**config.mk**
```make
export PLATFORM = sky130hd
export DESIGN_NAME = ls_fifo
export DESIGN_NICKNAME = d
export VERILOG_FILES = /design/src/source/ls_fifo.sv
export SDC_FILE = /design/constraint.sdc
export NUM_CORES = 1
export LEC_CHECK = 0
export BUFFER_PORTS_ARGS = -buffer_cell sky130_fd_sc_hd__buf_2
export CORE_ASPECT_RATIO = 0.7
export CORE_MARGIN = 3
export CORE_UTILIZATION = 50
export CTS_BUF_LIST = sky130_fd_sc_hd__clkbuf_8
export CTS_CLUSTER_DIAMETER = 200
export DETAILED_ROUTE_END_ITERATION = 7
export PLACE_DENSITY = 0.71
export SLEW_MARGIN = 0
export SYNTH_ARGS = -nofsm -noshare
export SYNTH_HDL_FRONTEND = slang
export SYNTH_SLANG_ARGS = --single-unit
```
**constraint.sdc**
```tcl
create_clock -name clock -period 2.5 [get_ports clock]
set_clock_uncertainty 0.15 [all_clocks]
set_input_delay 0.375 -clock clock [delete_from_list [all_inputs] [get_ports clock]]
set_output_delay 0.375 -clock clock [all_outputs]
set_load 0.02 [all_outputs]
```
**src/source/ls_fifo.sv**
```systemverilog
// Synchronous FIFO
`timescale 1ns/1ps
`default_nettype none

module ls_fifo #(
  parameter type T     = logic [31:0],
  parameter int  DEPTH = 4
) (
  input  logic clock,
  input  logic arst_n,
  input  logic push,
  input  T     din,
  input  logic pop,
  output T     dout,
  output logic full,
  output logic empty
);

  T                             mem [DEPTH];
  logic [$clog2(DEPTH)-1:0]     wr_ptr;
  logic [$clog2(DEPTH)-1:0]     rd_ptr;
  logic [$clog2(DEPTH + 1)-1:0] count;
  logic                         do_push;
  logic                         do_pop;

  assign full    = (count == DEPTH);
  assign empty   = (count == 0);
  assign do_push = push & ~full;   // Dropped when full.
  assign do_pop  = pop & ~empty;
  assign dout    = mem[rd_ptr];

  always_ff @(posedge clock or negedge arst_n) begin
    if (!arst_n) begin
      wr_ptr <= '0;
      rd_ptr <= '0;
      count  <= '0;
    end else begin
      if (do_push) begin
        wr_ptr <= (wr_ptr == DEPTH - 1) ? '0 : wr_ptr + 1'b1;
      end
      if (do_pop) begin
        rd_ptr <= (rd_ptr == DEPTH - 1) ? '0 : rd_ptr + 1'b1;
      end
      case ({do_push, do_pop})
        2'b10:   count <= count + 1'b1;
        2'b01:   count <= count - 1'b1;
        default: count <= count;
      endcase
    end
  end

  always_ff @(posedge clock) begin
    if (do_push) begin
      mem[wr_ptr] <= din;
    end
  end

endmodule

`default_nettype wire

```
==> run metrics, run 1 <==
status completed; largest net degree at the start of global routing 33; Synth area leaders edfxtp_1 (75%), mux4_2 (12%), dfrtp_1 (3.4%), mux4_1 (2.1%), ha_1 (1.5%); GRT busiest layer met2; type of origin of the critical path register; HP Class primary input to register; fin area 6390 um2; DRT iter0 DRCs 152; fmax 427 MHz; clk root buf clkbuf_8; crit-path leading delay family multiplexers; Non-Filler Instances 464; Mapped Avg Cell Area 24.6 um2; Total Die Area 11500 um2; sequential fraction of the synthesis area 78.6%; NumNets Final 366; WS Path Type register to output pin; synthesized flop and latch total 135; CP max-delay cell mux4_1; met1 global-route usage 19.9%; Worst R2R Path Depth 9; routed vias/inst 5.14; Hold WS 26.6 ps; placed inst area 5660 um2; I/O pin total 70; unique cell type count in the Yosys netlist 21; Final WS setup 160 ps; Max Slew Vio Count 0; clock buffer depth 2; Final ANT Viol Nets 0; yosys warns 0; fin crit share 93.6%; Setup violations, final 0; floorplan core area 9830 um2; end of the worst register-to-register path count[2]$_DFFE_PN0P_; ANT cells 0; critical-path cell list buf_6 -> mux4_1 -> buf_2; PortBufs 69; WHS Path Cells 1; CTS Sinks 135; gr usage total 15.9%; P&R area growth vs syn 24.9%; vias in the first global route 2532; Syn Nets 251; GR Overflow Total 0; max cap viols 0; RePlAce Congestion 0.685; first-pass GRT wire length 13200 um; CTS clock-pin slew for the worst setup and hold paths 70 ps; crit end category output pin; grt met2 use 25.4%; Rel. slew slack 81.5%; ys flop type edfxtp_1; Worst Min Path Start din[13]; Leak Pwr 0.00230 uW; required time worst endpoint 1980 ps; hold endpoint mem[2][13]$_DFFE_PP_; asr flop ratio synth 5.19%; DRC viols 0; initial core utilization 52.0%; clock latency on the worst-skew pair 420 ps; Post-synth top cells edfxtp_1 (128), mux4_2 (28), dfrtp_1 (7), inv_1 (7), ha_1 (6); TNS Setup 0 ps; Worst EP arrival 1810 ps; total wire length 8630 um; Die Height 90.6 um; share of layout cells above drive strength 1 44.0%; top-count cell post-synth edfxtp_1; crit path max fanout 15; Pre-antenna DRT Iters 4; Cell Area, Synth 5120 um2; worst path bufs/invs 2; pre-CTS setup slack 437 ps; Power Dens Cells 1200 nW/um2; via count 2383; M3 GR Usage 6.74%; Final Hold Viols 0; Post-synth EDFFs 128; Worst path max stage delay 600 ps; R2R Setup Slk 450 ps; initial antenna violation count 0; largest area contributor in the netlist edfxtp_1; Cells after DPL 406; measured slew at the worst slew-check pin 278 ps; Max IR drop VDD 0.846 mV; DPL Wire Length 5070 um; row cnt 30; RSZ-0062 raised after global routing false; post-CTS setup buffer count 0; crit path time final 2340 ps; Die W 127 um; CTS Buf Count 17; DR WL/cell 18.6 um; Post-Synthesis Cells 208; reg-to-reg startpoint count[0]$_DFFE_PN0P_; H-tree levels 4; CTS tree done; Filler cells 708; Synth top area share 75.1%
[how the worst max path moves through the flow]
| stage | start | to | cells after the start |
|---|---|---|---|
| 4_1_cts | rd_ptr[0]$_DFFE_PN0P_ | dout[31] | 3 |
| 3_3_place_gp | count[0]$_DFFE_PN0P_ | count[2]$_DFFE_PN0P_ | 9 |
| 6_report | rd_ptr[0]$_DFFE_PN0P_ | dout[0] | 3 |
| 3_5_place_dp | count[0]$_DFFE_PN0P_ | count[2]$_DFFE_PN0P_ | 9 |
| 2_1_floorplan | count[0]$_DFFE_PN0P_ | count[2]$_DFFE_PN0P_ | 9 |
| 5_1_grt | rd_ptr[0]$_DFFE_PN0P_ | dout[31] | 3 |
[registers in the layout, indices dropped and copies added, names as in the netlist]
| register | cells |
|---|---|
| wr_ptr | 2 |
| count | 3 |
| rd_ptr | 2 |
| mem | 128 |
[metal layers]
layer  routed length (um)  vias to the layer above
met5                    0                        -
met4                   82                        0
met3                  454                        8
met2                 4400                       63
met1                 3700                     1213
li1                     -                     1099
[cells by family (layout without fill, tap and decap cells)]
logic type    Yosys count  count (layout)  share of synthesized area, %
buf+inv                15             143                          2.27
simple gates           11              11                          1.34
fa+ha+maj               7               7                          1.86
xor+xnor                3               3                         0.514
flops                 135             135                          78.6
mux                    37              37                          15.5
[placed cells by master, fill, tap and decap left out, types with 2 or more instances in the layout]
cell type,netlist,layout
edfxtp_1,128,128
buf_2,3,69
mux4_2,28,28
dlygate4sd3_1,0,26
clkbuf_8,0,17
inv_1,7,8
ha_1,6,6
bufinv_16,0,6
dfrtp_1,7,5
mux4_1,4,4
and2_2,0,4
mux2_2,4,4
buf_12,3,4
buf_4,0,4
nor2_1,3,3
clkinv_2,0,3
clkinvlp_4,0,3
xor2_1,2,2
dfrtp_2,0,2
[final cells by class]
| class | instances | area (um2) | area share, % |
|---|---|---|---|
| repair buffers | 104 | 727 | 11.4 |
| well taps | 128 | 160 | 2.51 |
| flip-flops and latches | 135 | 4020 | 62.9 |
| multi-input cells | 58 | 986 | 15.4 |
| clock inverters | 15 | 234 | 3.66 |
| inverters | 7 | 26.3 | 0.411 |
| clock buffers | 17 | 234 | 3.66 |
[worst reg2reg max path, stage by stage, from the launching register on]
cell	delay, ps
dfrtp_1	420
nor3b_2	240
nor2b_2	100
inv_1	70
ha_1	170
inv_1	60
fa_1	370
xor2_1	150
nor2_1	110
xor2_1	150
[what timing repair did]
action | 4_1_cts | 5_1_grt
endpoints found under the hold margin | 33 | 59
hold buffers | 9 | 17
endpoints found under the setup margin | 0 | 3
resized for setup | 0 | 1
[per-stage QoR]
step                util [%]  total power, uW
floorplan                  -             4950
global placement        57.5             5610
detailed placement      57.5             5690
CTS                     63.2             7770
global route            65.0             8090
finish                  65.0             7680
[where the power goes]
group	total [uW]	switching [uW]	internal [uW]
registers	3130	132	3000
logic	2490	1400	1090
clock network	2070	791	1280
(Power assumes the default switching activity.)
==> run 2, diff against run 1 <==
--- a/config.mk
+++ b/config.mk
@@ -7,7 +7,7 @@
 export LEC_CHECK = 0
 export BUFFER_PORTS_ARGS = -buffer_cell sky130_fd_sc_hd__buf_2
 export CORE_ASPECT_RATIO = 0.7
-export CORE_MARGIN = 3
+export CORE_MARGIN = 2
 export CORE_UTILIZATION = 50
 export CTS_BUF_LIST = sky130_fd_sc_hd__clkbuf_8
 export CTS_CLUSTER_DIAMETER = 200
==> constraint.sdc (replaced) <==
create_clock -name clock -period 2.95 [get_ports clock]
set_clock_uncertainty 0.15 [all_clocks]
set_input_delay 0.4425 -clock clock [delete_from_list [all_inputs] [get_ports clock]]
set_output_delay 0.4425 -clock clock [all_outputs]
set_load 0.02 [all_outputs]
==> run metrics, run 2 (synthesis gave the netlist of run 1 again) <==
max cap viols 0; commonest non-fill, non-tap cells in the layout edfxtp_1 (128), buf_2 (69), mux4_2 (28); Total Die Area 11100 um2; Max IR drop VDD 0.403 mV; DR WL/cell 19.9 um; Final ANT Viol Nets 0; crit path time final 2650 ps; Leak Pwr 0.00212 uW; crit end category output pin; RSZ-0062 raised after global routing false; CP max-delay cell dfrtp_2; fin crit share 89.7%; DPL Wire Length 5640 um; DRT iter0 DRCs 205; routed vias/inst 5.35; Power Dens Cells 1000 nW/um2; Rel. slew slack 43.2%; Worst EP arrival 2050 ps; required time worst endpoint 2360 ps; Cells after DPL 404; I/O pin total 70; gr usage total 17.1%; DRC viols 0; CP Depth 3; floorplan core area 9830 um2; clk root buf clkbuf_8; HP Class primary input to register; most common cell after layout, fill and taps aside edfxtp_1; CTS Buf Count 17; type of origin of the critical path register; initial antenna violation count 2; clock buffer depth 2; largest net degree at the start of global routing 35; Top Registers mem x128, count x3; clock latency on the worst-skew pair 430 ps; Resized Gates After CTS 0; max FFs per register 128; vias in the first global route 2300; post-CTS setup buffer count 0; # hold bufs at CTS 1; CTS Sinks 135; H-tree levels 4; CTS tree done; worst path bufs/invs 2; NumNets Final 339; R2R Setup Slk 830 ps; CTS clock-pin slew for the worst setup and hold paths 70 ps; GR Overflow Total 0; Most flops, register mem; Final Hold Viols 0; via count 2350; crit path capture dout[17]; status completed; Die Height 88.6 um; TNS Setup 0 ps; crit path from rd_ptr[0]$_DFFE_PN0P_; WS Path Type register to output pin; PortBufs 69; fmax 378 MHz; crit path max fanout 14; first-pass GRT wire length 13300 um; total power 6010 uW; Worst path max stage delay 630 ps; P&R area growth vs syn 17.0%; critical-path cell list buf_4 -> mux4_2 -> buf_2; Die W 125 um; share of layout cells above drive strength 1 45.3%; Worst R2R Path Depth 4; total wire length 8730 um; WHS Path Cells 1; crit-path leading delay family flip-flops; Max Slew Vio Count 0; reg-to-reg startpoint count[2]$_DFFE_PN0P_; measured slew at the worst slew-check pin 852 ps; Non-Filler Instances 439; Pre-antenna DRT Iters 5; Setup violations, final 0; initial core utilization 52.0%; row cnt 30; end of the worst register-to-register path mem[0][21]$_DFFE_PP_; RePlAce Congestion 0.755
## run 2: cell count changes in the layout (fill, tap and decap cells not counted), sizes merged
cell,delta
dlygate4sd3,-25
clkinv,+6
bufinv,-5
buf,-2
diode,+2
clkinvlp,-1
## run 2: worst min path at each step
stage	end	slack (ps)	start
finish	mem[1][0]$_DFFE_PP_	70	din[0]
global route	mem[3][28]$_DFFE_PP_	40	din[28]
CTS	mem[3][1]$_DFFE_PP_	40	din[1]
detailed placement	count[0]$_DFFE_PN0P_	140	arst_n
global placement	count[1]$_DFFE_PN0P_	140	arst_n
floorplan	count[0]$_DFFE_PN0P_	-3	arst_n
## run 2: power by group
part	internal, uW	switching, uW	total (uW)
Combinational	879	1060	1940
Sequential	2540	253	2790
Clock	633	641	1270
## run 2: cell type report
class                   instances  area [um2]
repair buffers                 77         458
inverters                       7        26.3
flip-flops and latches        135        4020
fillers                       719        3850
well taps                     128         160
clock inverters                15        95.1
clock buffers                  17         234
diodes                          2        5.00
multi-input cells              58         986
## run 2: worst reg2reg max path, cell delays in order, from the launching register on
cell and delay, ps:
dfrtp_1 400, nor3b_2 170, nor2b_2 250, and2_2 540, buf_4 310
## run 2: per-layer routing
layer	GRT usage, %	vias up	part of all wire, %	wire length, um
met5	0	-	0.18	16
met2	23.6	78	45	3940
met4	6.97	2	1.3	116
met3	7.86	13	6.4	557
li1	-	1045	-	-
met1	24.1	1212	47	4100
## run 2: metrics by stage
step	util (%)	hold slack, ps	cell area, um2	setup WS [ps]
2_1_floorplan	-	-3.09	5120	701
3_3_place_gp	57.4	137	5640	737
3_5_place_dp	57.4	137	5640	727
4_1_cts	60.8	37.3	5980	232
5_1_grt	60.8	39.6	5980	186
6_report	60.9	74.7	5990	305
