**config.mk**
```make
export PLATFORM = sky130hd
export DESIGN_NAME = data_cache
export DESIGN_NICKNAME = d
export VERILOG_FILES = /design/src/source/ls_pkg.sv /design/src/source/data_cache.sv
export SDC_FILE = /design/constraint.sdc
export NUM_CORES = 1
export LEC_CHECK = 0
export BUFFER_PORTS_ARGS = -buffer_cell sky130_fd_sc_hd__buf_2
export CORE_MARGIN = 2
export CORE_UTILIZATION = 41
export CTS_CLUSTER_SIZE = 10
export DETAILED_ROUTE_END_ITERATION = 7
export PLACE_DENSITY = 0.55
export REMOVE_ABC_BUFFERS = 1
export SETUP_SLACK_MARGIN = 0.02
export SYNTH_ARGS = -nofsm -noshare
export SYNTH_HDL_FRONTEND = slang
export SYNTH_SLANG_ARGS = --single-unit
export TNS_END_PERCENT = 5
```
**constraint.sdc**
```tcl
create_clock -name clock -period 5 [get_ports clock]
set_clock_uncertainty 0.2 [all_clocks]
set_input_delay 0.25 -clock clock [delete_from_list [all_inputs] [get_ports clock]]
set_output_delay 0.25 -clock clock [all_outputs]
set_load 0.01 [all_outputs]
```
**src/source/ls_pkg.sv**
```systemverilog
// Memory stage shared definitions
`default_nettype none

package ls_pkg;

  localparam int TAG_W        = 6;
  localparam int XLEN         = 32;
  localparam int ISSUE_DEPTH  = 4;
  localparam int RESULT_DEPTH = 4;
  localparam int CACHE_LINES  = 16;   // One word per line.
  localparam int MEM_WORDS    = 256;  // 1 KiB.
  localparam int MEM_LATENCY  = 2;

  localparam int MEM_AW  = $clog2(MEM_WORDS);    // Word address bits.
  localparam int INDEX_W = $clog2(CACHE_LINES);
  localparam int CTAG_W  = MEM_AW - INDEX_W;     // Cache tag bits.

  typedef enum logic [3:0] {
    NONE, LB, LBU, LH, LHU, LW, SB, SH, SW
  } ls_op_e;

  typedef enum logic [1:0] {
    WORD = 2'd0,
    HALF = 2'd1,
    BYTE = 2'd2
  } store_type_e;

  typedef struct packed {
    ls_op_e            op;
    logic [TAG_W-1:0]  tag;
    logic [XLEN-1:0]   data_1;     // Base register.
    logic [XLEN-1:0]   data_2;     // Store data.
    logic [XLEN-1:0]   immediate;
  } ls_entry_t;

  typedef struct packed {
    logic [TAG_W-1:0]  tag;
    logic              is_store;
    logic [XLEN-1:0]   result;
    logic [XLEN-1:0]   result_address;
  } ls_result_t;

  typedef struct packed {
    logic [XLEN-1:0]   address;
    logic              read;
    logic              write;
    store_type_e       store_type;
    logic [XLEN-1:0]   wdata;
    logic [TAG_W-1:0]  tag;
  } cache_req_t;

  typedef struct packed {
    logic [XLEN-1:0]   rdata;      // Addressed lane at bit 0.
    logic              hit;
    logic              done;
  } cache_rsp_t;

  typedef struct packed {
    logic [MEM_AW-1:0] addr;
    logic              read;
    logic              write;
    logic [XLEN-1:0]   wdata;
    logic [3:0]        byte_en;
  } mem_req_t;

  typedef struct packed {
    logic [XLEN-1:0]   rdata;
    logic              ack;
  } mem_rsp_t;

endpackage

`default_nettype wire

```
**src/source/data_cache.sv**
```systemverilog
// Direct-mapped write-through data cache
`timescale 1ns/1ps
`default_nettype none

module data_cache (
  input  logic               clock,
  input  logic               arst_n,
  input  ls_pkg::cache_req_t req,
  output ls_pkg::cache_rsp_t rsp,
  output ls_pkg::mem_req_t   mem_req,
  input  ls_pkg::mem_rsp_t   mem_rsp
);
  import ls_pkg::*;

  typedef enum logic [1:0] {IDLE, REFILL, WRITE} cache_state_e;

  cache_state_e           state;
  logic [XLEN-1:0]        line_data [CACHE_LINES];
  logic [CTAG_W-1:0]      line_tag  [CACHE_LINES];
  logic [CACHE_LINES-1:0] line_valid;

  logic [MEM_AW-1:0]      word_addr;
  logic [INDEX_W-1:0]     index;
  logic [CTAG_W-1:0]      addr_tag;
  logic [1:0]             byte_off;
  logic [3:0]             byte_en;
  logic [XLEN-1:0]        wdata_lanes;
  logic                   hit;

  // Captured in IDLE and held for the memory access.
  logic [MEM_AW-1:0]      pend_addr;
  logic [XLEN-1:0]        pend_wdata;
  logic [3:0]             pend_be;
  logic [INDEX_W-1:0]     pend_index;
  logic [CTAG_W-1:0]      pend_tag;
  logic                   pend_present;

  assign word_addr   = req.address[MEM_AW+1:2];
  assign index       = word_addr[INDEX_W-1:0];
  assign addr_tag    = word_addr[MEM_AW-1:INDEX_W];
  assign byte_off    = req.address[1:0];
  assign hit         = req.read & line_valid[index] & (line_tag[index] == addr_tag);
  assign wdata_lanes = req.wdata << {byte_off, 3'b000};

  assign pend_index   = pend_addr[INDEX_W-1:0];
  assign pend_tag     = pend_addr[MEM_AW-1:INDEX_W];
  assign pend_present = line_valid[pend_index] & (line_tag[pend_index] == pend_tag);

  always_comb begin
    case (req.store_type)
      HALF:    byte_en = 4'b0011 << byte_off;
      BYTE:    byte_en = 4'b0001 << byte_off;
      default: byte_en = 4'b1111;
    endcase
  end

  always_comb begin
    rsp.rdata = line_data[index] >> {byte_off, 3'b000};  // Lane down to bit 0.
    rsp.hit   = hit;
    rsp.done  = (state == WRITE) & mem_rsp.ack;
  end

  always_comb begin
    mem_req.addr    = pend_addr;
    mem_req.read    = (state == REFILL);
    mem_req.write   = (state == WRITE);
    mem_req.wdata   = pend_wdata;
    mem_req.byte_en = pend_be;
  end

  always_ff @(posedge clock or negedge arst_n) begin
    if (!arst_n) begin
      state      <= IDLE;
      line_valid <= '0;
    end else begin
      case (state)
        IDLE: begin
          if (req.read && !hit) begin
            state <= REFILL;
          end else if (req.write) begin
            state <= WRITE;  // Always through to memory.
          end
        end
        REFILL: begin
          if (mem_rsp.ack) begin
            state                  <= IDLE;
            line_valid[pend_index] <= 1'b1;
          end
        end
        WRITE: begin
          if (mem_rsp.ack) begin
            state <= IDLE;
          end
        end
        default: state <= IDLE;
      endcase
    end
  end

  always_ff @(posedge clock) begin
    if (state == IDLE) begin
      pend_addr  <= word_addr;
      pend_wdata <= wdata_lanes;
      pend_be    <= byte_en;
    end
    if (state == REFILL && mem_rsp.ack) begin
      line_data[pend_index] <= mem_rsp.rdata;
      line_tag[pend_index]  <= pend_tag;
    end
    // No allocate on a store miss.
    if (state == WRITE && mem_rsp.ack && pend_present) begin
      for (int i = 0; i < 4; i++) begin
        if (pend_be[i]) begin
          line_data[pend_index][8*i +: 8] <= pend_wdata[8*i +: 8];
        end
      end
    end
  end

endmodule

`default_nettype wire

```
==> parameters.txt, run 1 <==
Parameter                              Value

Setup path
  Crit Path Category ... reg2reg
  Register-to-Register Path Depth ... 8
  Crit path max fanout ... 24
  Reg-to-reg endpoint ... line_data[7][18]
  Register-to-Register Setup Slack ... 1.02 ns
  Arrival time reported for the critical path endpoint ... 4.08 ns
  CP Capture Type ... flop
  Worst endpoint required time ... 5.09 ns
  CP startpoint kind ... flop

GRT
  Total routing resource utilization after global routing ... 21.9%
  Largest net degree at the start of global routing ... 61
  First-pass GRT wire length ... 104 mm
  Initial antenna violation count ... 0
  Residual overflow from global routing ... 0
  Number of global-route vias before repair ... 14,700

Logic synthesis
  EDFF count, synth ... 620
  Sequential share of the synthesized area ... 71.6%
  Post-synth ARST share ... 2.80%
  Share of Yosys cell area claimed by the top area cell type ... 69.6%
  Top flip-flop cell by instance count after synthesis ... sky130_fd_sc_hd__edfxtp_1
  Count of warnings emitted by yosys ... 0
  Cell type contributing the most total cell area after synthesis ... sky130_fd_sc_hd__edfxtp_1
  Number of distinct library cell variants in the gate-level netlist after synthesis ... 46
  Register bit count reported by yosys ... 642
  Leading cell types by total area after synthesis ... sky130_fd_sc_hd__edfxtp_1 (70%), sky130_fd_sc_hd__mux4_2 (17%), sky130_fd_sc_hd__mux2i_1 (2.1%)
  Netlist Area Pre-Place ... 26,800 um^2
  Syn_area_per_cell ... 19.8 um^2
  Post-Synthesis Cells ... 1,351

Placement
  Weighted congestion reported at the end of routability-driven placement ... 0.801
  Sum of net half-perimeters after detailed placement ... 47.6 mm
  Quantity of I/O buffers inserted on ports ... 160
  Dpl cells ... 2,369

Hold path
  Hold Crit Endpoint ... line_data[10][6]
  Critical hold path startpoint ... mem_rsp[7]
  HP Class ... in2reg
  Worst Hold Path Cells ... 2

Timing
  Setup TNS ... 0 ns
  Final Hold Violating Endpoints ... 0
  Hold Worst Slack ... 0.0147 ns
  Setup repair after global routing missed its margin ... no
  Final Slew Violations ... 0
  Peak clock frequency supported by timing ... 251 MHz
  Worst Max-Slew Pin Slew ... 1.02 ns
  Slew HR ... 32.3%
  Share of the clock period used by the worst path after layout ... 79.7%
  Shortest period the worst path allows ... 3.98 ns
  Final setup fails ... 0

Final layout
  Final non-filler cell total ... 2,533
  Share of layout cells above drive strength 1 ... 35.6%
  Area added between synthesis and finish ... 18.7%
  Count of nets after finishing ... 1,768
  Commonest non-fill, non-tap cell in the layout ... sky130_fd_sc_hd__edfxtp_1
  Antenna Cells ... 0
  Commonest non-fill, non-tap cells in the layout ... sky130_fd_sc_hd__edfxtp_1 (620), sky130_fd_sc_hd__mux4_2 (197), sky130_fd_sc_hd__buf_2 (157)

Route
  Wirelength per Cell ... 28.6 um
  Wire length on met3 ... 4.52 mm
  Starting DRC count in detailed routing ... 1,354
  Sum of routed wire segments on met1 ... 30.8 mm
  Top sig layer ... met4
  Number of routed nets with antenna violations ... 0
  Avg Vias per Cell ... 5.67
  Met2 WL post-DR ... 35.8 mm
  Remaining DRCs ... 0
  Total wirelength of the detailed-routed design ... 72.5 mm
  First drt pass iteration count ... 5
  Via count ... 14,400

CTS
  H-tree levels ... 3
  Clock root buffer ... sky130_fd_sc_hd__clkbuf_16
  Number of setup buffers added after CTS ... 0
  Number of sinks on the clock net ... 642
  Maximum count of clock buffers along a single path ... 3
  CTS tree ... built
  Clock insertion delay at the later pin of the skew report ... 0.61 ns
  Post-CTS resize count ... 0
  Clock-pin slew on the worst setup and hold paths ... 0.06 ns
  Inserted Clock Buffers ... 75

Floorplanning
  Initial core utilization ... 41.5%
  DIE WIDTH ... 259 um
  Site Rows ... 93
  Die height ... 259 um
  Io pins ... 189
  Overall die area ... 67,300 um^2
  Core Box Area ... 64,500 um^2

Pwr
  Worst vdd rail ir drop ... 0.285 mV
  Share of total power in combinational logic ... 16.2%
  Leak pwr ... 10.8 nW
  Power density of the placed cells ... 440 nW/um^2
  Clock Power Share ... 34.7%
  Seq pwr share ... 49.1%
  Proportion of total power due to net switching ... 26.8%
  Int Pwr ... 0.0102 W
  Net load switching power ... 0.00375 W

Run status
  Status ... complete, no violations

Run
  Max-capacitance violation count ... 0
critical path: stages (launching register included):
cell                      delay, ns
sky130_fd_sc_hd__dfxtp_1       0.77
sky130_fd_sc_hd__mux4_2        0.58
sky130_fd_sc_hd__mux4_2        0.50
sky130_fd_sc_hd__xor2_1        0.19
sky130_fd_sc_hd__nor4_4        0.52
sky130_fd_sc_hd__nand4_2       0.14
sky130_fd_sc_hd__buf_4         0.27
sky130_fd_sc_hd__a21oi_1       0.22
sky130_fd_sc_hd__buf_4         0.28
metal layers:
| layer | up-vias | GRT usage [%] |
|---|---|---|
| li1 | 6144 | - |
| met1 | 7633 | 29.9 |
| met2 | 498 | 36.0 |
| met3 | 86 | 4.12 |
| met4 | 0 | 6.00 |
| met5 | - | 0 |
cell usage after synthesis (all sizes together) (3+ instances only):
cell type and instances:
or2 17, a21boi 4, mux2i 57, nor2b 18, a31oi 3, inv 5
and3 3, a211oi 8, o21ai 22, buf 38, nand4 6, mux2 39
a21oi 77, ha 4, xor2 3, nor4 3, mux4 197, nor3 3
clkbuf 51, nor2 38, nand3 9, edfxtp 620, and2 17, dfxtp 4
nand2b 3, o211a 3, nand2 64, dfrtp 18, xnor2 4
stage by stage:
stage	power (W)	worst slack (ns)	utilization [%]	area, um^2
floorplan	0.00806	0.821	-	26400
global placement	0.00913	1.05	45.0	29000
detailed placement	0.00919	0.987	45.0	29000
CTS	0.0141	0.977	49.3	31700
global route	0.0145	0.824	49.3	31700
finish	0.0140	1.02	49.3	31700
power by group through the flow:
stage                     sequential, W  combinational (W)  clock (W)
after detailed placement        0.00698            0.00221          0
after global routing            0.00692            0.00241    0.00515
after global placement          0.00696            0.00217          0
after CTS                       0.00687            0.00228    0.00494
after floorplan                 0.00689            0.00117          0
final                           0.00686            0.00226    0.00486
flip-flops by register name (all words and copies together) (netlist names), named ones only:
register / flops
line_data: 512
line_tag: 64
line_valid: 16
pend_addr: 8
pend_be: 4
pend_wdata: 32
state: 2
worst max-delay path by stage:
stage | from | end | slack, ns | cells past startpoint
2_1_floorplan | flop | line_data[0][0] | 0.82 | 6
3_3_place_gp | flop | line_data[11][19] | 1.05 | 8
3_5_place_dp | flop | line_data[7][22] | 0.99 | 8
4_1_cts | flop | line_data[7][18] | 0.98 | 8
5_1_grt | flop | line_data[15][18] | 0.82 | 8
6_report | flop | line_data[7][18] | 1.02 | 8
layout make-up:
type                       count  area [um^2]
clock buffer                  92         2020
clock inverter                 8         73.8
fill                        5352        32700
inverter                       5         18.8
multi-input combinational    615         7210
sequential                   642        19100
tap                          855         1070
timing repair buffer         316         2200
cell families after synthesis:
group                    after synthesis  synth area share [%]
multiplexers                         293                  20.4
buffers and inverters                 94                  1.52
XOR/XNOR                               7                 0.229
AO/OA/AOI/OAI                        123                  2.55
flip-flops                           642                  71.6
adder cells (fa/ha/maj)                4                 0.187
AND/OR/NAND/NOR                      188                  3.58
what timing repair did:
| action | in CTS | in global routing |
|---|---|---|
| endpoints found under the hold margin | 330 | 0 |
| endpoints found under the setup margin | 0 | 0 |
| hold buffers | 64 | 0 |
No activity file was read; power rests on OpenSTA's default activity.
==> run 2: changes to the inputs <==
- ABC_AREA: unset -> 1
- PLACE_DENSITY: 0.55 -> 0.57
- clock period: 5 -> 3.4 ns (I/O delays scaled with it)
==> run 2 against run 1 <==
Against the previous run: the flow now finishes with violations (hold timing); sequential power increased by 45%; highest routed layer is now met5; power up 49%; via count increased by 42%; wire length up 17%; critical endpoint is now rsp[2]; global-route usage increased by 2.1 points.
==> parameters.txt, run 2 <==
Parameter                              Value

Run status
  Status ... complete, but fails checks (was complete, no violations)
  Violations in the final reports ... hold timing

Logic synthesis
  Post-synth ARST share ... 2.80% (unchanged)
  Sequential share of the synthesized area ... 69.2% (was 71.6%)
  Synth Area in Compound Gates ... 14.3% (was 2.55%)
  Share of Yosys cell area claimed by the top area cell type ... 67.2% (was 69.6%)
  Combinational family with the most area after synthesis ... compound AO/OA/AOI/OAI gates (was multiplexers)
  Synth cell count leaders ... sky130_fd_sc_hd__edfxtp_1 (620), sky130_fd_sc_hd__nor2_1 (338), sky130_fd_sc_hd__o21ai_0 (314) (was sky130_fd_sc_hd__edfxtp_1 (620), sky130_fd_sc_hd__mux4_2 (197), sky130_fd_sc_hd__a21oi_1 (77))
  Leading cell types by total area after synthesis ... sky130_fd_sc_hd__edfxtp_1 (67%), sky130_fd_sc_hd__o21ai_0 (5.7%), sky130_fd_sc_hd__nor2_1 (4.6%) (was sky130_fd_sc_hd__edfxtp_1 (70%), sky130_fd_sc_hd__mux4_2 (17%), sky130_fd_sc_hd__mux2i_1 (2.1%))
  Netlist Area Pre-Place ... 27,700 um^2 (was 26,800 um^2)
  EDFF count, synth ... 620 (unchanged)
  Most common cell in the netlist ... sky130_fd_sc_hd__edfxtp_1 (unchanged)
  Top flip-flop cell by instance count after synthesis ... sky130_fd_sc_hd__edfxtp_1 (unchanged)
  Count of warnings emitted by yosys ... 0 (unchanged)
  Cell type contributing the most total cell area after synthesis ... sky130_fd_sc_hd__edfxtp_1 (unchanged)
  Number of distinct library cell variants in the gate-level netlist after synthesis ... 34 (was 46)
  Syn_area_per_cell ... 11.7 um^2 (was 19.8 um^2)
  Register bit count reported by yosys ... 642 (unchanged)
  Simple-gate share of the synthesized area ... 11.7% (was 3.58%)
  Post-Synthesis Cells ... 2,369 (was 1,351)
  Post-Synth XOR/XNOR Area ... 0% (was 0.229%)
  Arithmetic-cell share of the synthesized area counting full adders, half adders and majority gates ... 0.181% (was 0.187%)
  Mux contribution to synthesized area ... 0% (was 20.4%)

Final layout
  Filler cells ... 5,923 (was 5,352)
  Commonest non-fill, non-tap cells in the layout ... sky130_fd_sc_hd__edfxtp_1 (620), sky130_fd_sc_hd__nor2_1 (336), sky130_fd_sc_hd__o21ai_0 (314) (was sky130_fd_sc_hd__edfxtp_1 (620), sky130_fd_sc_hd__mux4_2 (197), sky130_fd_sc_hd__buf_2 (157))
  Share of layout cells above drive strength 1 ... 16.2% (was 35.6%)
  Sequential cell area in the final layout ... 19,100 um^2 (about the same)
  Register ranked first by flip-flop count ... line_data (unchanged)
  Area added between synthesis and finish ... 19.1% (was 18.7%)
  Final non-filler cell total ... 3,558 (was 2,533)
  Footprint of the multi-input gates ... 7320 um^2 (was 7210 um^2)
  Fraction of the core area covered by cells at the end of the flow ... 49.2% (was 49.3%)
  Flip-flop count of the largest register, all copies and words added ... 512 (unchanged)
  Antenna Cells ... 0 (unchanged)
  Top Registers ... line_data: 512 flops, line_tag: 64 flops, pend_wdata: 32 flops (unchanged)
  Count of nets after finishing ... 2,766 (was 1,768)
  Commonest non-fill, non-tap cell in the layout ... sky130_fd_sc_hd__edfxtp_1 (unchanged)

CTS
  Inserted Clock Buffers ... 75 (unchanged)
  Maximum count of clock buffers along a single path ... 3 (unchanged)
  Clock-pin slew on the worst setup and hold paths ... 0.05 ns (was 0.06 ns)
  Number of sinks on the clock net ... 642 (unchanged)
  CTS tree ... built (unchanged)
  Clock insertion delay at the later pin of the skew report ... 0.61 ns (about the same)
  Clock root buffer ... sky130_fd_sc_hd__clkbuf_16 (unchanged)
  H-tree levels ... 3 (unchanged)

Timing
  Final Hold Violating Endpoints ... 100 (was 0)
  Final setup fails ... 0 (unchanged)
  Final Slew Violations ... 0 (unchanged)
  Setup repair after global routing missed its margin ... no (unchanged)
  Hold Worst Slack ... -0.0600 ns (was 0.0147 ns)
  Peak clock frequency supported by timing ... 307 MHz
  Slew HR ... 45.5% (was 32.3%)
  Shortest period the worst path allows ... 3.26 ns
  Worst Max-Slew Pin Slew ... 0.814 ns (was 1.02 ns)
  Setup TNS ... 0 ns (unchanged)
  Share of the clock period used by the worst path after layout ... 95.9%

Floorplanning
  Overall die area ... 69,600 um^2 (was 67,300 um^2)
  DIE WIDTH ... 264 um (was 259 um)
  Core Box Area ... 67,000 um^2 (was 64,500 um^2)
  Initial core utilization ... 41.3% (was 41.5%)
  Io pins ... 189 (unchanged)
  Die height ... 264 um (was 259 um)
  Site Rows ... 95 (was 93)

Setup path
  CP Capture Type ... primary output (was flop)
  Buf+Inv Stages, Crit Path ... 4 (was 2)
  Kind of cell adding the most delay to the critical path ... buffers and inverters (was multiplexers)
  Register-to-Register Path Depth ... 12 (was 8)
  Register-to-Register Setup Slack ... 0.24 ns (was 1.02 ns)
  Worst stage delay on the critical path ... 0.55 ns (was 0.77 ns)
  Crit Path Category ... in2out (was reg2reg)
  Worst path slowest cell ... sky130_fd_sc_hd__inv_2 (was sky130_fd_sc_hd__dfxtp_1)
  Number of stages on the worst setup path ... 9 (was 8)
  Sequence of cells on the critical path ... dlygate4sd3_1 -> buf_4 -> inv_2 -> o221ai_1 -> nand3_1 -> nand2_1 -> o21ai_1 -> o211ai_1 -> buf_2 (was mux4_2 -> mux4_2 -> xor2_1 -> nor4_4 -> nand4_2 -> buf_4 -> a21oi_1 -> buf_4)
  Arrival time reported for the critical path endpoint ... 2.89 ns (was 4.08 ns)
  Crit path max fanout ... 23 (was 24)
  CP startpoint kind ... input port (was flop)
  Worst endpoint required time ... 3.03 ns (was 5.09 ns)

Placement
  Sum of net half-perimeters after detailed placement ... 55.1 mm (was 47.6 mm)
  Weighted congestion reported at the end of routability-driven placement ... 0.879 (was 0.801)
  Dpl cells ... 3,359 (was 2,369)
  Quantity of I/O buffers inserted on ports ... 160 (unchanged)

Route
  Avg Vias per Cell ... 5.75 (was 5.67)
  Wire length on met3 ... 6.82 mm (was 4.52 mm)
  Number of routed nets with antenna violations ... 0 (unchanged)
  Top sig layer ... met5 (was met4)
  Remaining DRCs ... 0 (unchanged)
  Via count ... 20,500 (was 14,400)
  First drt pass iteration count ... 6 (was 5)
  Sum of routed wire segments on met1 ... 35.6 mm (was 30.8 mm)
  Met2 WL post-DR ... 38.8 mm (was 35.8 mm)
  Wirelength per Cell ... 23.8 um (was 28.6 um)
  Total wirelength of the detailed-routed design ... 84.7 mm (was 72.5 mm)
  Starting DRC count in detailed routing ... 2,049 (was 1,354)

GRT
  Initial antenna violation count ... 4 (was 0)
  Largest net degree at the start of global routing ... 81 (was 61)
  Number of global-route vias before repair ... 19,700 (was 14,700)
  First-pass GRT wire length ... 125 mm (was 104 mm)
  Total routing resource utilization after global routing ... 24.0% (was 21.9%)
  Residual overflow from global routing ... 0 (unchanged)

Hold path
  Worst Hold Path Cells ... 3 (was 2)
  HP Class ... in2reg (unchanged)

Pwr
  Worst vdd rail ir drop ... 0.397 mV (was 0.285 mV)
  Power density of the placed cells ... 633 nW/um^2 (was 440 nW/um^2)
  Leak pwr ... 11.8 nW (was 10.8 nW)
  Total design power ... 0.0209 W (was 0.0140 W)

Run
  Max-capacitance violation count ... 0 (unchanged)
==> run 2: what timing repair did <==
item,4_1_cts,5_1_grt
buffers inserted,0,0
resized for setup,0,33
endpoints found under the setup margin,0,501
endpoints found under the hold margin,63,349
hold buffers,66,24
==> run 2: kinds of logic after synthesis <==
logic type / count (synthesis)
and+or+nand+nor: 769
AOI/OAI and AO/OA: 660
DFF: 642
buffers and inverters: 294
adders and majority gates: 4
==> run 2: stage by stage <==
step / cell area [um^2] / worst slack (ns)
floorplan: 26900 / -0.0615
global placement: 29900 / 0.285
detailed placement: 29900 / 0.160
CTS: 32700 / 0.153
global route: 33000 / 0.0418
finish: 33000 / 0.140
==> run 2: metal layers <==
| metal | GRT usage (%) | vias to the layer above |
|---|---|---|
| met3 | 3.41 | 170 |
| met1 | 33.3 | 10100 |
| met2 | 37.5 | 941 |
| li1 | - | 9226 |
| met4 | 10.9 | 2 |
| met5 | 0 | - |
==> run 2: report_power, final <==
group	switching (W)	internal, W
Clock	0.00302	0.00414
Sequential	0.000540	0.00941
Combinational	0.00267	0.00110
==> run 2: tightest hold or removal path, stage by stage <==
cell and delay (ns):
sky130_fd_sc_hd__buf_2 0.09, sky130_fd_sc_hd__nand2_1 0.06, sky130_fd_sc_hd__nand2_2 0.24
==> run 2: area by class of cell <==
| cell class | count | share of cell area (%) |
|---|---|---|
| Multi-Input combinational cell | 1433 | 22.2 |
| Timing Repair Buffer | 375 | 8.58 |
| Clock buffer | 103 | 6.17 |
| Tap cell | 873 | 3.31 |
| Inverter | 126 | 1.47 |
| Sequential cell | 642 | 58.1 |
| Clock inverter | 6 | 0.228 |
==> run 2: path summary, 6_finish.rpt <==
kind                                 from                 to
setup / recovery                  req[46]             rsp[2]
max in group asynchronous          arst_n      line_valid[1]
setup reg to reg                     flop   line_data[0][25]
hold reg to reg            line_valid[10]     line_valid[10]
min in group asynchronous          arst_n     line_valid[15]
hold / removal                mem_rsp[11]  line_data[11][10]
==> run 3: changes to the inputs <==
- RECOVER_POWER: unset -> 25
==> run 3 against run 2 <==
Against the previous run: the flow still finishes with violations (hold timing); wire length about the same; first-iteration DRC count decreased by 4.0%; global-route usage unchanged; utilization decreased by 0.19 points; sequential power about the same; hold slack got worse by 0.0037 ns; power decreased by 0.52%; critical path type unchanged; critical endpoint unchanged.
==> parameters.txt, run 3 (synthesis gave the netlist of run 2 again) <==
Parameter                              Value

Final layout
  Count of nets after finishing ... 2,766 (unchanged)
  Sequential cell area in the final layout ... 19,100 um^2 (unchanged)
  Flip-flop count of the largest register, all copies and words added ... 512 (unchanged)
  Antenna Cells ... 0 (unchanged)
  Commonest non-fill, non-tap cell in the layout ... sky130_fd_sc_hd__edfxtp_1 (unchanged)
  Area added between synthesis and finish ... 18.7% (was 19.1%)
  Share of layout cells above drive strength 1 ... 13.4% (was 16.2%)
  Top Registers ... line_data: 512 flops, line_tag: 64 flops, pend_wdata: 32 flops (unchanged)
  Commonest non-fill, non-tap cells in the layout ... sky130_fd_sc_hd__edfxtp_1 (620), sky130_fd_sc_hd__nor2_1 (338), sky130_fd_sc_hd__o21ai_0 (315) (was sky130_fd_sc_hd__edfxtp_1 (620), sky130_fd_sc_hd__nor2_1 (336), sky130_fd_sc_hd__o21ai_0 (314))
  Filler cells ... 5,969 (was 5,923)
  Footprint of the multi-input gates ... 7300 um^2 (was 7320 um^2)
  Register ranked first by flip-flop count ... line_data (unchanged)
  Fraction of the core area covered by cells at the end of the flow ... 49.0% (was 49.2%)

CTS
  Clock-pin slew on the worst setup and hold paths ... 0.05 ns (about the same)
  Clock insertion delay at the later pin of the skew report ... 0.61 ns (about the same)
  H-tree levels ... 3 (unchanged)
  Number of sinks on the clock net ... 642 (unchanged)
  Clock root buffer ... sky130_fd_sc_hd__clkbuf_16 (unchanged)
  Maximum count of clock buffers along a single path ... 3 (unchanged)
  CTS tree ... built (unchanged)
  Inserted Clock Buffers ... 75 (unchanged)

Setup path
  Crit path max fanout ... 23 (unchanged)
  Arrival time reported for the critical path endpoint ... 2.93 ns (was 2.89 ns)
  Crit Path Category ... in2out (unchanged)
  CP Capture Type ... primary output (unchanged)
  CP startpoint kind ... input port (unchanged)
  Worst endpoint required time ... 3.03 ns (about the same)
  CP startpoint ... req[46] (unchanged)

Hold path
  Critical hold path startpoint ... mem_rsp[11] (unchanged)
  HP Class ... in2reg (unchanged)

Pwr
  Leak pwr ... 11.6 nW (was 11.8 nW)
  Total design power ... 0.0208 W (was 0.0209 W)
  Power density of the placed cells ... 632 nW/um^2 (was 633 nW/um^2)
  Worst vdd rail ir drop ... 0.390 mV (was 0.397 mV)

Timing
  Hold Worst Slack ... -0.0637 ns (was -0.0600 ns)
  Worst Max-Slew Pin Slew ... 1.44 ns (was 0.814 ns)
  Shortest period the worst path allows ... 3.30 ns (was 3.26 ns)
  Peak clock frequency supported by timing ... 303 MHz (was 307 MHz)
  Slew HR ... 3.90% (was 45.5%)
  Share of the clock period used by the worst path after layout ... 97.0% (was 95.9%)
  Final Slew Violations ... 0 (unchanged)
  Setup TNS ... 0 ns (unchanged)
  Final setup fails ... 0 (unchanged)
  Final Hold Violating Endpoints ... 98 (was 100)
  Least setup slack across all paths after layout ... 0.101 ns (was 0.140 ns)
  Setup repair after global routing missed its margin ... no (unchanged)

GRT
  Total routing resource utilization after global routing ... 24.0% (unchanged)
  First-pass GRT wire length ... 125 mm (unchanged)
  Residual overflow from global routing ... 0 (unchanged)
  Number of global-route vias before repair ... 19,700 (unchanged)
  Largest net degree at the start of global routing ... 81 (unchanged)
  Initial antenna violation count ... 2 (was 4)

Floorplanning
  Initial core utilization ... 41.3% (unchanged)
  Core Box Area ... 67,000 um^2 (unchanged)
  Overall die area ... 69,600 um^2 (unchanged)
  Die height ... 264 um (unchanged)
  DIE WIDTH ... 264 um (unchanged)
  Io pins ... 189 (unchanged)
  Site Rows ... 95 (unchanged)

Route
  Wirelength per Cell ... 23.8 um (about the same)
  Starting DRC count in detailed routing ... 1,968 (was 2,049)
  Total wirelength of the detailed-routed design ... 84.6 mm (was 84.7 mm)
  Avg Vias per Cell ... 5.72 (was 5.75)
  Via count ... 20,400 (was 20,500)
  Remaining DRCs ... 0 (unchanged)
  Number of routed nets with antenna violations ... 0 (unchanged)
  First drt pass iteration count ... 6 (unchanged)

Placement
  Weighted congestion reported at the end of routability-driven placement ... 0.879 (unchanged)
  Setup Slack @ Placement ... 0.160 ns (unchanged)
  Quantity of I/O buffers inserted on ports ... 160 (unchanged)
  Sum of net half-perimeters after detailed placement ... 55.1 mm (unchanged)

Run status
  Status ... complete, but fails checks (unchanged)
  Violations in the final reports ... hold timing (unchanged)

Run
  Max-capacitance violation count ... 0 (unchanged)
## run 3: final cells by class
cell class	instances	share of cell area, %
Inverter	126	1.48
Tap cell	873	3.32
Timing Repair Buffer	375	8.28
Clock inverter	6	0.228
Multi-Input combinational cell	1433	22.2
Sequential cell	642	58.3
Clock buffer	103	6.19
## run 3: worst max-delay path, stage by stage
cell and delay, ns:
sky130_fd_sc_hd__dlygate4sd3_1 0.53, sky130_fd_sc_hd__buf_4 0.16, sky130_fd_sc_hd__inv_2 0.54, sky130_fd_sc_hd__o221ai_1 0.29
sky130_fd_sc_hd__nand3_1 0.24, sky130_fd_sc_hd__nand2_1 0.20, sky130_fd_sc_hd__o21ai_1 0.41, sky130_fd_sc_hd__o211ai_1 0.13
sky130_fd_sc_hd__buf_2 0.20
## run 3: repair_timing
action / 4_1_cts / 5_1_grt
endpoints found under the setup margin: 0 / 501
hold buffers: 66 / 24
endpoints found under the hold margin: 63 / 349
setup buffers: 0 / 0
resized for setup: 0 / 33
## run 3: layer usage
metal,vias up,track usage (%),share of wire (%)
met4,2,10.9,4.2
met3,173,3.41,7.7
met5,-,0,0.015
li1,9220,-,-
met2,940,37.5,46
met1,10000,33.3,43
## run 3: final timing paths
| path | endpoint | slack [ns] | cells after the start |
|---|---|---|---|
| hold reg to reg | line_valid[10] | 0.27 | 2 |
| max in group asynchronous | line_valid[1] | 1.90 | 3 |
| setup reg to reg | line_data[9][10] | 0.23 | 12 |
| min in group asynchronous | line_valid[15] | 0.57 | 3 |
| setup / recovery | rsp[2] | 0.10 | 9 |
| hold / removal | line_data[3][10] | -0.06 | 3 |
## run 3: power by group
part	total, W	internal [W]	switching (W)
registers	0.00996	0.00942	0.000540
clock network	0.00715	0.00414	0.00301
logic	0.00366	0.00100	0.00266
## run 3: stage by stage
stage	cell area (um^2)	instances
after floorplan	26900	2201
after global placement	29900	3359
after detailed placement	29900	3359
after CTS	32700	3534
after global routing	32900	3558
final	32900	3558
